`config.mk`:
```
export PLATFORM = sky130hd
export DESIGN_NAME = rv32_csr_unit
export DESIGN_NICKNAME = d
export VERILOG_FILES = /design/src/design/rv32_csr_pkg.sv /design/src/design/rv32_csr_decode.sv /design/src/design/rv32_csrs.sv /design/src/design/rv32_csr_writeback.sv /design/src/design/rv32_csr_unit.sv
export SDC_FILE = /design/constraint.sdc
export NUM_CORES = 1
export LEC_CHECK = 0
export ABC_AREA = 1
export BUFFER_PORTS_ARGS = -buffer_cell sky130_fd_sc_hd__buf_2
export CORE_UTILIZATION = 55
export DETAILED_ROUTE_END_ITERATION = 6
export PLACE_DENSITY = 0.76
export SKIP_CTS_REPAIR_TIMING = 1
export SLEW_MARGIN = 5
export SYNTH_ARGS = -nofsm -noshare
export SYNTH_HDL_FRONTEND = slang
export SYNTH_SLANG_ARGS = --single-unit
export TNS_END_PERCENT = 50
```
`constraint.sdc`:
```
create_clock -name clk -period 2.8 [get_ports clk]
set_input_delay 0.84 -clock clk [delete_from_list [all_inputs] [get_ports clk]]
set_output_delay 0.84 -clock clk [all_outputs]
set_load 0.005 [all_outputs]
```
`src/design/rv32_csr_pkg.sv`:
```
package rv32_csr_pkg;

    // machine information and trap setup
    localparam logic [11:0] csr_mstatus  = 12'h300;
    localparam logic [11:0] csr_misa     = 12'h301;
    localparam logic [11:0] csr_mtvec    = 12'h305;

    localparam logic [11:0] csr_mhpmevent_first = 12'h323;
    localparam logic [11:0] csr_mhpmevent_last  = 12'h33F;

    localparam logic [11:0] csr_mscratch = 12'h340;
    localparam logic [11:0] csr_mepc     = 12'h341;
    localparam logic [11:0] csr_mcause   = 12'h342;

    // pmp is not implemented so both blocks read as zero
    localparam logic [11:0] csr_pmpcfg_first  = 12'h3A0;
    localparam logic [11:0] csr_pmpcfg_last   = 12'h3A3;
    localparam logic [11:0] csr_pmpaddr_first = 12'h3B0;
    localparam logic [11:0] csr_pmpaddr_last  = 12'h3BF;

    // machine counters
    localparam logic [11:0] csr_mcycle   = 12'hB00;
    localparam logic [11:0] csr_minstret = 12'hB02;

    localparam logic [11:0] csr_mhpmcounter_first = 12'hB03;
    localparam logic [11:0] csr_mhpmcounter_last  = 12'hB1F;

    localparam logic [11:0] csr_mcycleh   = 12'hB80;
    localparam logic [11:0] csr_minstreth = 12'hB82;

    localparam logic [11:0] csr_mhpmcounterh_first = 12'hB83;
    localparam logic [11:0] csr_mhpmcounterh_last  = 12'hB9F;

    // user counter shadows
    localparam logic [11:0] csr_cycle    = 12'hC00;
    localparam logic [11:0] csr_time     = 12'hC01;
    localparam logic [11:0] csr_instret  = 12'hC02;
    localparam logic [11:0] csr_cycleh   = 12'hC80;
    localparam logic [11:0] csr_timeh    = 12'hC81;
    localparam logic [11:0] csr_instreth = 12'hC82;

    // id registers
    localparam logic [11:0] csr_mvendorid = 12'hF11;
    localparam logic [11:0] csr_marchid   = 12'hF12;
    localparam logic [11:0] csr_mimpid    = 12'hF13;
    localparam logic [11:0] csr_mhartid   = 12'hF14;

    // mxl = 1 for 32 bit with only the I extension
    localparam logic [31:0] misa_value = 32'h4000_0100;

    localparam logic [6:0] opcode_system = 7'b1110011;

    typedef enum logic [1:0] {
        op_rw = 2'b00,
        op_rs = 2'b01,
        op_rc = 2'b10
    } csr_op_e;

    typedef enum logic {
        src_imm = 1'b0,
        src_reg = 1'b1
    } csr_src_e;

    typedef struct packed {
        logic        valid;
        logic        is_csr;
        logic [11:0] addr;
        csr_op_e     op;
        logic [31:0] operand;
        logic [4:0]  rd;
        logic        do_read;
        logic        do_write;
    } csr_req_t;

    typedef struct packed {
        logic        valid;
        logic        rd_write;
        logic [4:0]  rd;
        logic [31:0] data;
        logic        illegal;
    } csr_res_t;

endpackage

```
`src/design/rv32_csr_decode.sv`:
```
`timescale 1ns/10ps

module rv32_csr_decode
    import rv32_csr_pkg::*;
(
    input  logic        clk,
    input  logic        rst_n,
    input  logic        stall,
    input  logic        instr_valid,
    input  logic [31:0] instr,
    input  logic [31:0] rs1_value,
    output csr_req_t    req
);
    logic [6:0]  opcode;
    logic [2:0]  funct3;
    logic [4:0]  rs1_field;
    logic [4:0]  rd_field;
    logic [11:0] csr_field;
    logic        is_csr;
    csr_op_e     op;
    csr_src_e    src;
    logic [31:0] operand;
    csr_req_t    req_next;

    assign opcode    = instr[6:0];
    assign rd_field  = instr[11:7];
    assign funct3    = instr[14:12];
    assign rs1_field = instr[19:15];
    assign csr_field = instr[31:20];

    // funct3 0 and 4 under SYSTEM are not csr accesses
    assign is_csr = (opcode == opcode_system) && (funct3[1:0] != 2'b00);

    always_comb begin
        case (funct3[1:0])
            2'b01:   op = op_rw;
            2'b10:   op = op_rs;
            2'b11:   op = op_rc;
            default: op = op_rw;
        endcase
    end

    assign src     = funct3[2] ? src_imm : src_reg;
    assign operand = (src == src_reg) ? rs1_value : {27'b0, rs1_field};

    always_comb begin
        req_next.valid   = instr_valid;
        req_next.is_csr  = is_csr;
        req_next.addr    = csr_field;
        req_next.op      = op;
        req_next.operand = operand;
        req_next.rd      = rd_field;
        // csrrw with rd = x0 must not cause read side effects
        req_next.do_read  = is_csr && !(op == op_rw && rd_field == 5'd0);
        // set/clear with rs1 field = 0 is a pure read
        req_next.do_write = is_csr && (op == op_rw || rs1_field != 5'd0);
    end

    always_ff @(posedge clk or negedge rst_n) begin
        if (!rst_n) begin
            req <= '0;
        end else if (!stall) begin
            req <= req_next;
        end
    end

    a_hold_in_stall: assert property (
        @(posedge clk) disable iff (!rst_n)
        stall |=> $stable(req)
    );

endmodule

```
`src/design/rv32_csrs.sv`:
```
`timescale 1ns/10ps

module rv32_csrs
    import rv32_csr_pkg::*;
(
    input  logic     clk,
    input  logic     rst_n,
    input  logic     stall,
    input  csr_req_t req,
    input  logic     instr_retired,
    output csr_res_t res
);
    logic        mstatus_mpie;
    logic        mstatus_mie;
    logic [31:2] mtvec_base;
    logic        mtvec_mode;
    logic [31:0] mscratch;
    logic [31:2] mepc;
    logic        mcause_int;
    logic [3:0]  mcause_code;
    logic [63:0] cycle;
    logic [63:0] instret;

    logic [31:0] old_value;
    logic [31:0] new_value;
    logic        known;
    logic        zero_range;
    logic        csr_we;
    csr_res_t    res_next;

    function automatic logic in_range(
        input logic [11:0] a,
        input logic [11:0] lo,
        input logic [11:0] hi
    );
        return (a >= lo) && (a <= hi);
    endfunction

    // unimplemented counter, event and pmp blocks read as zero
    assign zero_range = in_range(req.addr, csr_mhpmevent_first, csr_mhpmevent_last)
                     || in_range(req.addr, csr_pmpcfg_first, csr_pmpcfg_last)
                     || in_range(req.addr, csr_pmpaddr_first, csr_pmpaddr_last)
                     || in_range(req.addr, csr_mhpmcounter_first, csr_mhpmcounter_last)
                     || in_range(req.addr, csr_mhpmcounterh_first, csr_mhpmcounterh_last);

    always_comb begin
        known     = 1'b1;
        old_value = 32'b0;
        if (!zero_range) begin
            case (req.addr)
                csr_mstatus:
                    old_value = {19'b0, 2'b11, 3'b0, mstatus_mpie, 3'b0, mstatus_mie, 3'b0};
                csr_misa:      old_value = misa_value;
                csr_mtvec:     old_value = {mtvec_base, 1'b0, mtvec_mode};
                csr_mscratch:  old_value = mscratch;
                csr_mepc:      old_value = {mepc, 2'b00};
                csr_mcause:    old_value = {mcause_int, 27'b0, mcause_code};
                csr_mcycle:    old_value = cycle[31:0];
                csr_minstret:  old_value = instret[31:0];
                csr_mcycleh:   old_value = cycle[63:32];
                csr_minstreth: old_value = instret[63:32];
                // time is tied to the cycle counter
                csr_cycle:     old_value = cycle[31:0];
                csr_time:      old_value = cycle[31:0];
                csr_instret:   old_value = instret[31:0];
                csr_cycleh:    old_value = cycle[63:32];
                csr_timeh:     old_value = cycle[63:32];
                csr_instreth:  old_value = instret[63:32];
                csr_mvendorid: old_value = 32'b0;
                csr_marchid:   old_value = 32'b0;
                csr_mimpid:    old_value = 32'b0;
                csr_mhartid:   old_value = 32'b0;
                default:       known = 1'b0;
            endcase
        end
    end

    always_comb begin
        case (req.op)
            op_rw:   new_value = req.operand;
            op_rs:   new_value = old_value | req.operand;
            op_rc:   new_value = old_value & ~req.operand;
            default: new_value = req.operand;
        endcase
    end

    assign csr_we = req.valid && req.do_write && known && !stall;

    always_ff @(posedge clk or negedge rst_n) begin
        if (!rst_n) begin
            mstatus_mpie <= 1'b0;
            mstatus_mie  <= 1'b0;
            mtvec_base   <= '0;
            mtvec_mode   <= 1'b0;
            mscratch     <= '0;
            mepc         <= '0;
            mcause_int   <= 1'b0;
            mcause_code  <= '0;
        end else if (csr_we) begin
            case (req.addr)
                csr_mstatus: begin
                    mstatus_mpie <= new_value[7];
                    mstatus_mie  <= new_value[3];
                end
                csr_mtvec: begin
                    mtvec_base <= new_value[31:2];
                    mtvec_mode <= new_value[0];
                end
                csr_mscratch: mscratch <= new_value;
                csr_mepc:     mepc <= new_value[31:2];
                csr_mcause: begin
                    mcause_int  <= new_value[31];
                    mcause_code <= new_value[3:0];
                end
                default: ;
            endcase
        end
    end

    // cycle keeps running through stalls
    always_ff @(posedge clk or negedge rst_n) begin
        if (!rst_n) begin
            cycle   <= '0;
            instret <= '0;
        end else begin
            cycle   <= cycle + 64'd1;
            instret <= instret + {63'b0, instr_retired};
        end
    end

    always_comb begin
        res_next.valid    = req.valid;
        res_next.rd_write = req.valid && req.is_csr && known && req.do_read;
        res_next.rd       = req.rd;
        res_next.data     = old_value;
        res_next.illegal  = req.valid && req.is_csr && !known;
    end

    always_ff @(posedge clk or negedge rst_n) begin
        if (!rst_n) begin
            res <= '0;
        end else if (!stall) begin
            res <= res_next;
        end
    end

    a_no_write_in_stall: assert property (
        @(posedge clk) disable iff (!rst_n)
        stall |=> $stable({mstatus_mpie, mstatus_mie, mtvec_base, mtvec_mode,
                           mscratch, mepc, mcause_int, mcause_code})
    );

    a_illegal_no_rd: assert property (
        @(posedge clk) disable iff (!rst_n)
        res.valid |-> !(res.illegal && res.rd_write)
    );

endmodule

```
`src/design/rv32_csr_writeback.sv`:
```
`timescale 1ns/10ps

module rv32_csr_writeback
    import rv32_csr_pkg::*;
(
    input  logic        clk,
    input  logic        rst_n,
    input  logic        stall,
    input  csr_res_t    res,
    output logic        rd_write,
    output logic        illegal,
    output logic        instr_retired,
    output logic [4:0]  rd_addr,
    output logic [31:0] rd_data
);

    always_ff @(posedge clk or negedge rst_n) begin
        if (!rst_n) begin
            rd_write      <= 1'b0;
            illegal       <= 1'b0;
            instr_retired <= 1'b0;
        end else if (stall) begin
            // bubble while execute holds its result until the stall clears
            rd_write      <= 1'b0;
            illegal       <= 1'b0;
            instr_retired <= 1'b0;
        end else begin
            rd_write      <= res.valid && res.rd_write && (res.rd != 5'd0);
            illegal       <= res.valid && res.illegal;
            instr_retired <= res.valid;
        end
    end

    always_ff @(posedge clk) begin
        if (!stall) begin
            rd_addr <= res.rd;
            rd_data <= res.data;
        end
    end

    a_no_x0_write: assert property (
        @(posedge clk) disable iff (!rst_n)
        rd_write |-> (rd_addr != 5'd0)
    );

endmodule

```
`src/design/rv32_csr_unit.sv`:
```
`timescale 1ns/10ps

module rv32_csr_unit
    import rv32_csr_pkg::*;
(
    input  logic        clk,
    input  logic        rst_n,
    input  logic        stall,
    input  logic        instr_valid,
    input  logic [31:0] instr,
    input  logic [31:0] rs1_value,
    output logic        rd_write,
    output logic [4:0]  rd_addr,
    output logic [31:0] rd_data,
    output logic        illegal
);
    csr_req_t req;
    csr_res_t res;
    logic     instr_retired;

    rv32_csr_decode u_decode (
        .clk         (clk),
        .rst_n       (rst_n),
        .stall       (stall),
        .instr_valid (instr_valid),
        .instr       (instr),
        .rs1_value   (rs1_value),
        .req         (req)
    );

    rv32_csrs u_csrs (
        .clk           (clk),
        .rst_n         (rst_n),
        .stall         (stall),
        .req           (req),
        .instr_retired (instr_retired),
        .res           (res)
    );

    // retire pulse loops back into instret
    rv32_csr_writeback u_writeback (
        .clk           (clk),
        .rst_n         (rst_n),
        .stall         (stall),
        .res           (res),
        .rd_write      (rd_write),
        .illegal       (illegal),
        .instr_retired (instr_retired),
        .rd_addr       (rd_addr),
        .rd_data       (rd_data)
    );

endmodule

```
==> results.txt <==
----------------------------------------------------
[Global route]
  Maximum number of pins on one net before global-route repair ... 147
  Global-route wire length before repair ... 93310 um
  Initial antenna violation count ... 0
  Vias in the first global route ... 16113
  Remaining global-route overflow ... 0
  Overall global routing resource usage ... 35.80%

[Synthesis]
  Most used standard cells in the synthesized netlist ... 722 x nand2_1, 326 x dfrtp_1, 277 x nand3_1, 254 x inv_1, 200 x nor2_1
  Netlist area before placement ... 18590 um2
  Fraction of synthesized cell area in xor and xnor cells ... 5.842%
  Seq/Total Area, Yosys ... 49.86%
  Dominant combinational cell family by area after synthesis ... simple AND/OR/NAND/NOR gates
  Most common cell in the synthesized netlist ... nand2_1
  Top FF cell, synth ... dfrtp_1
  Post-Synthesis Net Count ... 2437
  Area fraction in compound gates after synthesis ... 4.644%
  Fraction of the mapped netlist area in simple logic gates ... 32.02%
  Number of enable-type register cells in the synthesized netlist ... 37
  Warnings, synthesis ... 0
  Mean post-synth cell area ... 7.864 um2
  Cell type with the largest total area after synthesis ... dfrtp_1
  Post-synthesis register bit count ... 363
  Post-synthesis cell count ... 2364
  Main area contributors after synthesis ... dfrtp_1 44%, nand2_1 15%, nand3_1 7.5%
  Library cells used by synthesis ... 39
  Adder-Cell Fraction of Synth Area ... 0.3365%
  Share of synthesized registers carrying an async set or reset ... 89.81%
  Top cell type's share of synthesized area ... 43.88%
  Share of cell area taken by muxes after synthesis ... 0%

[Floorplan]
  Initial core utilization ... 56.56%
  Placeable core region ... 32870 um2
  Overall die width ... 185.9 um
  Die height ... 185.9 um
  I/O pins ... 107
  Die ar. ... 34540 um2
  Cell Rows ... 66

[STA]
  Setup slack of the critical path after layout ... 0.2828 ns
  Max-slew headroom ... 31.91%
  Worst clock skew ... 0.01933 ns
  Hold Vio Cnt, Final ... 0
  Least-Margin Pin Slew ... 1.012 ns
  Tcrit/Tclk final ... 89.90%
  Count of pins over their slew limit ... 0
  Final setup violation count ... 0
  Post-layout minimum cycle time ... 2.517 ns
  Setup TNS ... 0 ns
  RSZ-0062 raised after global routing ... no
  Highest achievable clock rate ... 397.3 MHz

[Worst setup path]
  CP arrival ... 3.00 ns
  CP Class ... register to register
  Worst reg2reg setup slack ... 0.28 ns
  Number of cells traversed by the worst register-to-register path ... 13
  Maximum fanout along the worst path ... 31
  End point of the critical path ... u_csrs.mtvec_base[14]
  Data required, critical path ... 3.28 ns
  Sort of element at the start of the critical path ... register
  Kind of end point of the critical path ... register
  Origin of the critical flop-to-flop path ... u_decode.req[52]
  RR Endpoint ... u_csrs.mtvec_base[14]
  Beginning of the critical path ... u_decode.req[52]

[Placed design]
  Total of buffers placed on input and output ports ... 106
  Gpl congestion ... 1.008
  Detail Placement HPWL ... 43650 um
  Worst-case setup slack after placement ... 0.1214 ns

[Final layout]
  Inserted Diodes ... 0
  Layout Area Growth over Synthesis ... 13.96%
  Layout cell share with drive strength beyond 1 ... 9.840%
  Post-layout nets ... 2544

[Pwr]
  IR Drop Worst-Case VDD ... 0.4727 mV
  P_leak ... 10.53 nW
  Power density over the cells ... 573.5 nW/um2

[CTS]
  TritonCTS clock tree ... done
  Clock root cell ... clkbuf_16
  Maximum clock path buffer count ... 3
  Max H-tree Level ... 2
  Clock transition at the registers of the reported paths ... 0.06 ns
  Clock tree sinks ... 363
  Latest clock arrival within the worst-skew pair ... 0.55 ns
  Total CTS buffers ... 40

[Hold path]
  Worst hold path type ... input port to async pin

[Detailed routing]
  Count of antenna-violating nets left after detailed routing ... 0
  Post-detailed-routing wire length ... 60230 um
  Routed length per instance ... 20.47 um
  First-pass iteration count of the detailed router ... 6
  DRC violations left ... 0
  Via total after detailed routing ... 17179
  Drt via density ... 5.839
  Number of violations reported at the end of detailed-routing iteration 0 ... 2060

[Run status]
  Result of the run ... finished clean

[Flow run]
  Max-capacitance violation count ... 0

----------------------------------------------------
stage by stage:
step                      util [%]  cell area (um2)  cells  power (mW)  hold slack, ns
after floorplan                  -            18590   2364       6.050          0.4196
after global placement       60.04            19730   2871       6.421          0.4305
after detailed placement     60.04            19730   2871       6.439          0.4371
after CTS                    64.43            21180   2942       12.19          0.2098
after global routing         64.46            21190   2942       12.50          0.2196
final                        64.46            21190   2942       12.15          0.2032
cells in the final DEF (no fill, tap or decap), types with 4 or more instances in the layout:
cell type	synthesis	layout
a21oi_1	36	36
nor3_1	52	50
o21ai_1	6	6
nor2_1	200	196
xor2_1	93	93
clkbuf_16	0	41
inv_1	254	253
nand3_1	277	277
clkinvlp_4	0	4
nor2_2	7	11
nand4_1	60	60
clkbuf_1	36	4
clkbuf_8	0	4
o22ai_1	28	28
o21ai_0	81	81
bufinv_16	0	8
buf_12	0	13
buf_4	11	20
ha_1	5	5
edfxtp_1	37	37
dfrtp_1	326	326
buf_2	20	105
nand2_2	7	7
nand3b_1	4	4
inv_2	8	8
nor4_1	30	30
nor2_4	6	6
clkinv_2	0	5
nand2_1	722	722
xnor2_1	31	31
worst max-delay path, cell delays in order (launching register included):
cell and delay (ns):
dfrtp_1 0.46, nand2_1 0.13, inv_2 0.04, nand2_1 0.06, nand2_2 0.18, nand2_1 0.17
nand4_1 0.10, nor2_1 0.17, nand2_2 0.16, nand2_4 0.16, nor2_8 0.04, inv_2 0.50
nand2_1 0.14, nand2_1 0.10
worst min-delay path by stage:
stage	cells after the start	slack, ns	start	endpoint
2_1_floorplan	0	0.42	u_csrs.res[6]	u_writeback.rd_data[5]
5_1_grt	1	0.22	rst_n	u_csrs.cycle[53]
4_1_cts	1	0.21	rst_n	u_csrs.cycle[53]
3_5_place_dp	0	0.44	u_csrs.res[11]	u_writeback.rd_data[10]
3_3_place_gp	0	0.43	u_csrs.res[6]	u_writeback.rd_data[5]
6_report	1	0.20	rst_n	u_csrs.cycle[53]
layout make-up:
type | count | area [um2]
fill | 2900 | 11680
timing repair buffer | 139 | 950.9
multi-input combinational | 1665 | 7984
sequential | 363 | 9269
tap | 442 | 553.0
clock inverter | 22 | 346.6
clock buffer | 49 | 1096
inverter | 262 | 985.9
logic make-up after synthesis:
logic type / count (synthesis)
xor gates and xnor gates: 124
DFF: 363
adders and majority gates: 5
buffers and inverters: 336
AOI/OAI and AO/OA: 161
and+or+nand+nor: 1375
state kept, by name, summed over array words and instances, names as in the netlist:
register,count
u_csrs.mcause_code,4
u_csrs.instret,64
u_writeback.instr_retired,1
u_csrs.mstatus_mie,1
u_csrs.mepc,30
u_csrs.mscratch,32
u_csrs.mtvec_mode,1
u_decode.req,55
u_csrs.res,40
u_writeback.rd_addr,5
u_csrs.mcause_int,1
u_writeback.rd_write,1
u_writeback.illegal,1
u_writeback.rd_data,32
u_csrs.mstatus_mpie,1
u_csrs.cycle,64
u_csrs.mtvec_base,30
power breakdown:
part / switching [mW] / internal (mW) / leakage [nW]
clock: 2.25 / 3.54 / 0.696
combinational: 0.564 / 0.206 / 5.02
sequential: 0.113 / 5.47 / 4.81
total: 2.92 / 9.22 / 10.5
per-layer routing:
metal  routed length, um  vias up  share of wire [%]  track usage, %
met4                1733        0                2.9           10.62
met1               25700     8265                 43           51.47
met5                   0        -                  0               0
met3                6051      118                 10           6.711
li1                    -     7847                  -               -
met2               26740      949                 44           54.96
Power figures use the tool's default switching activity.
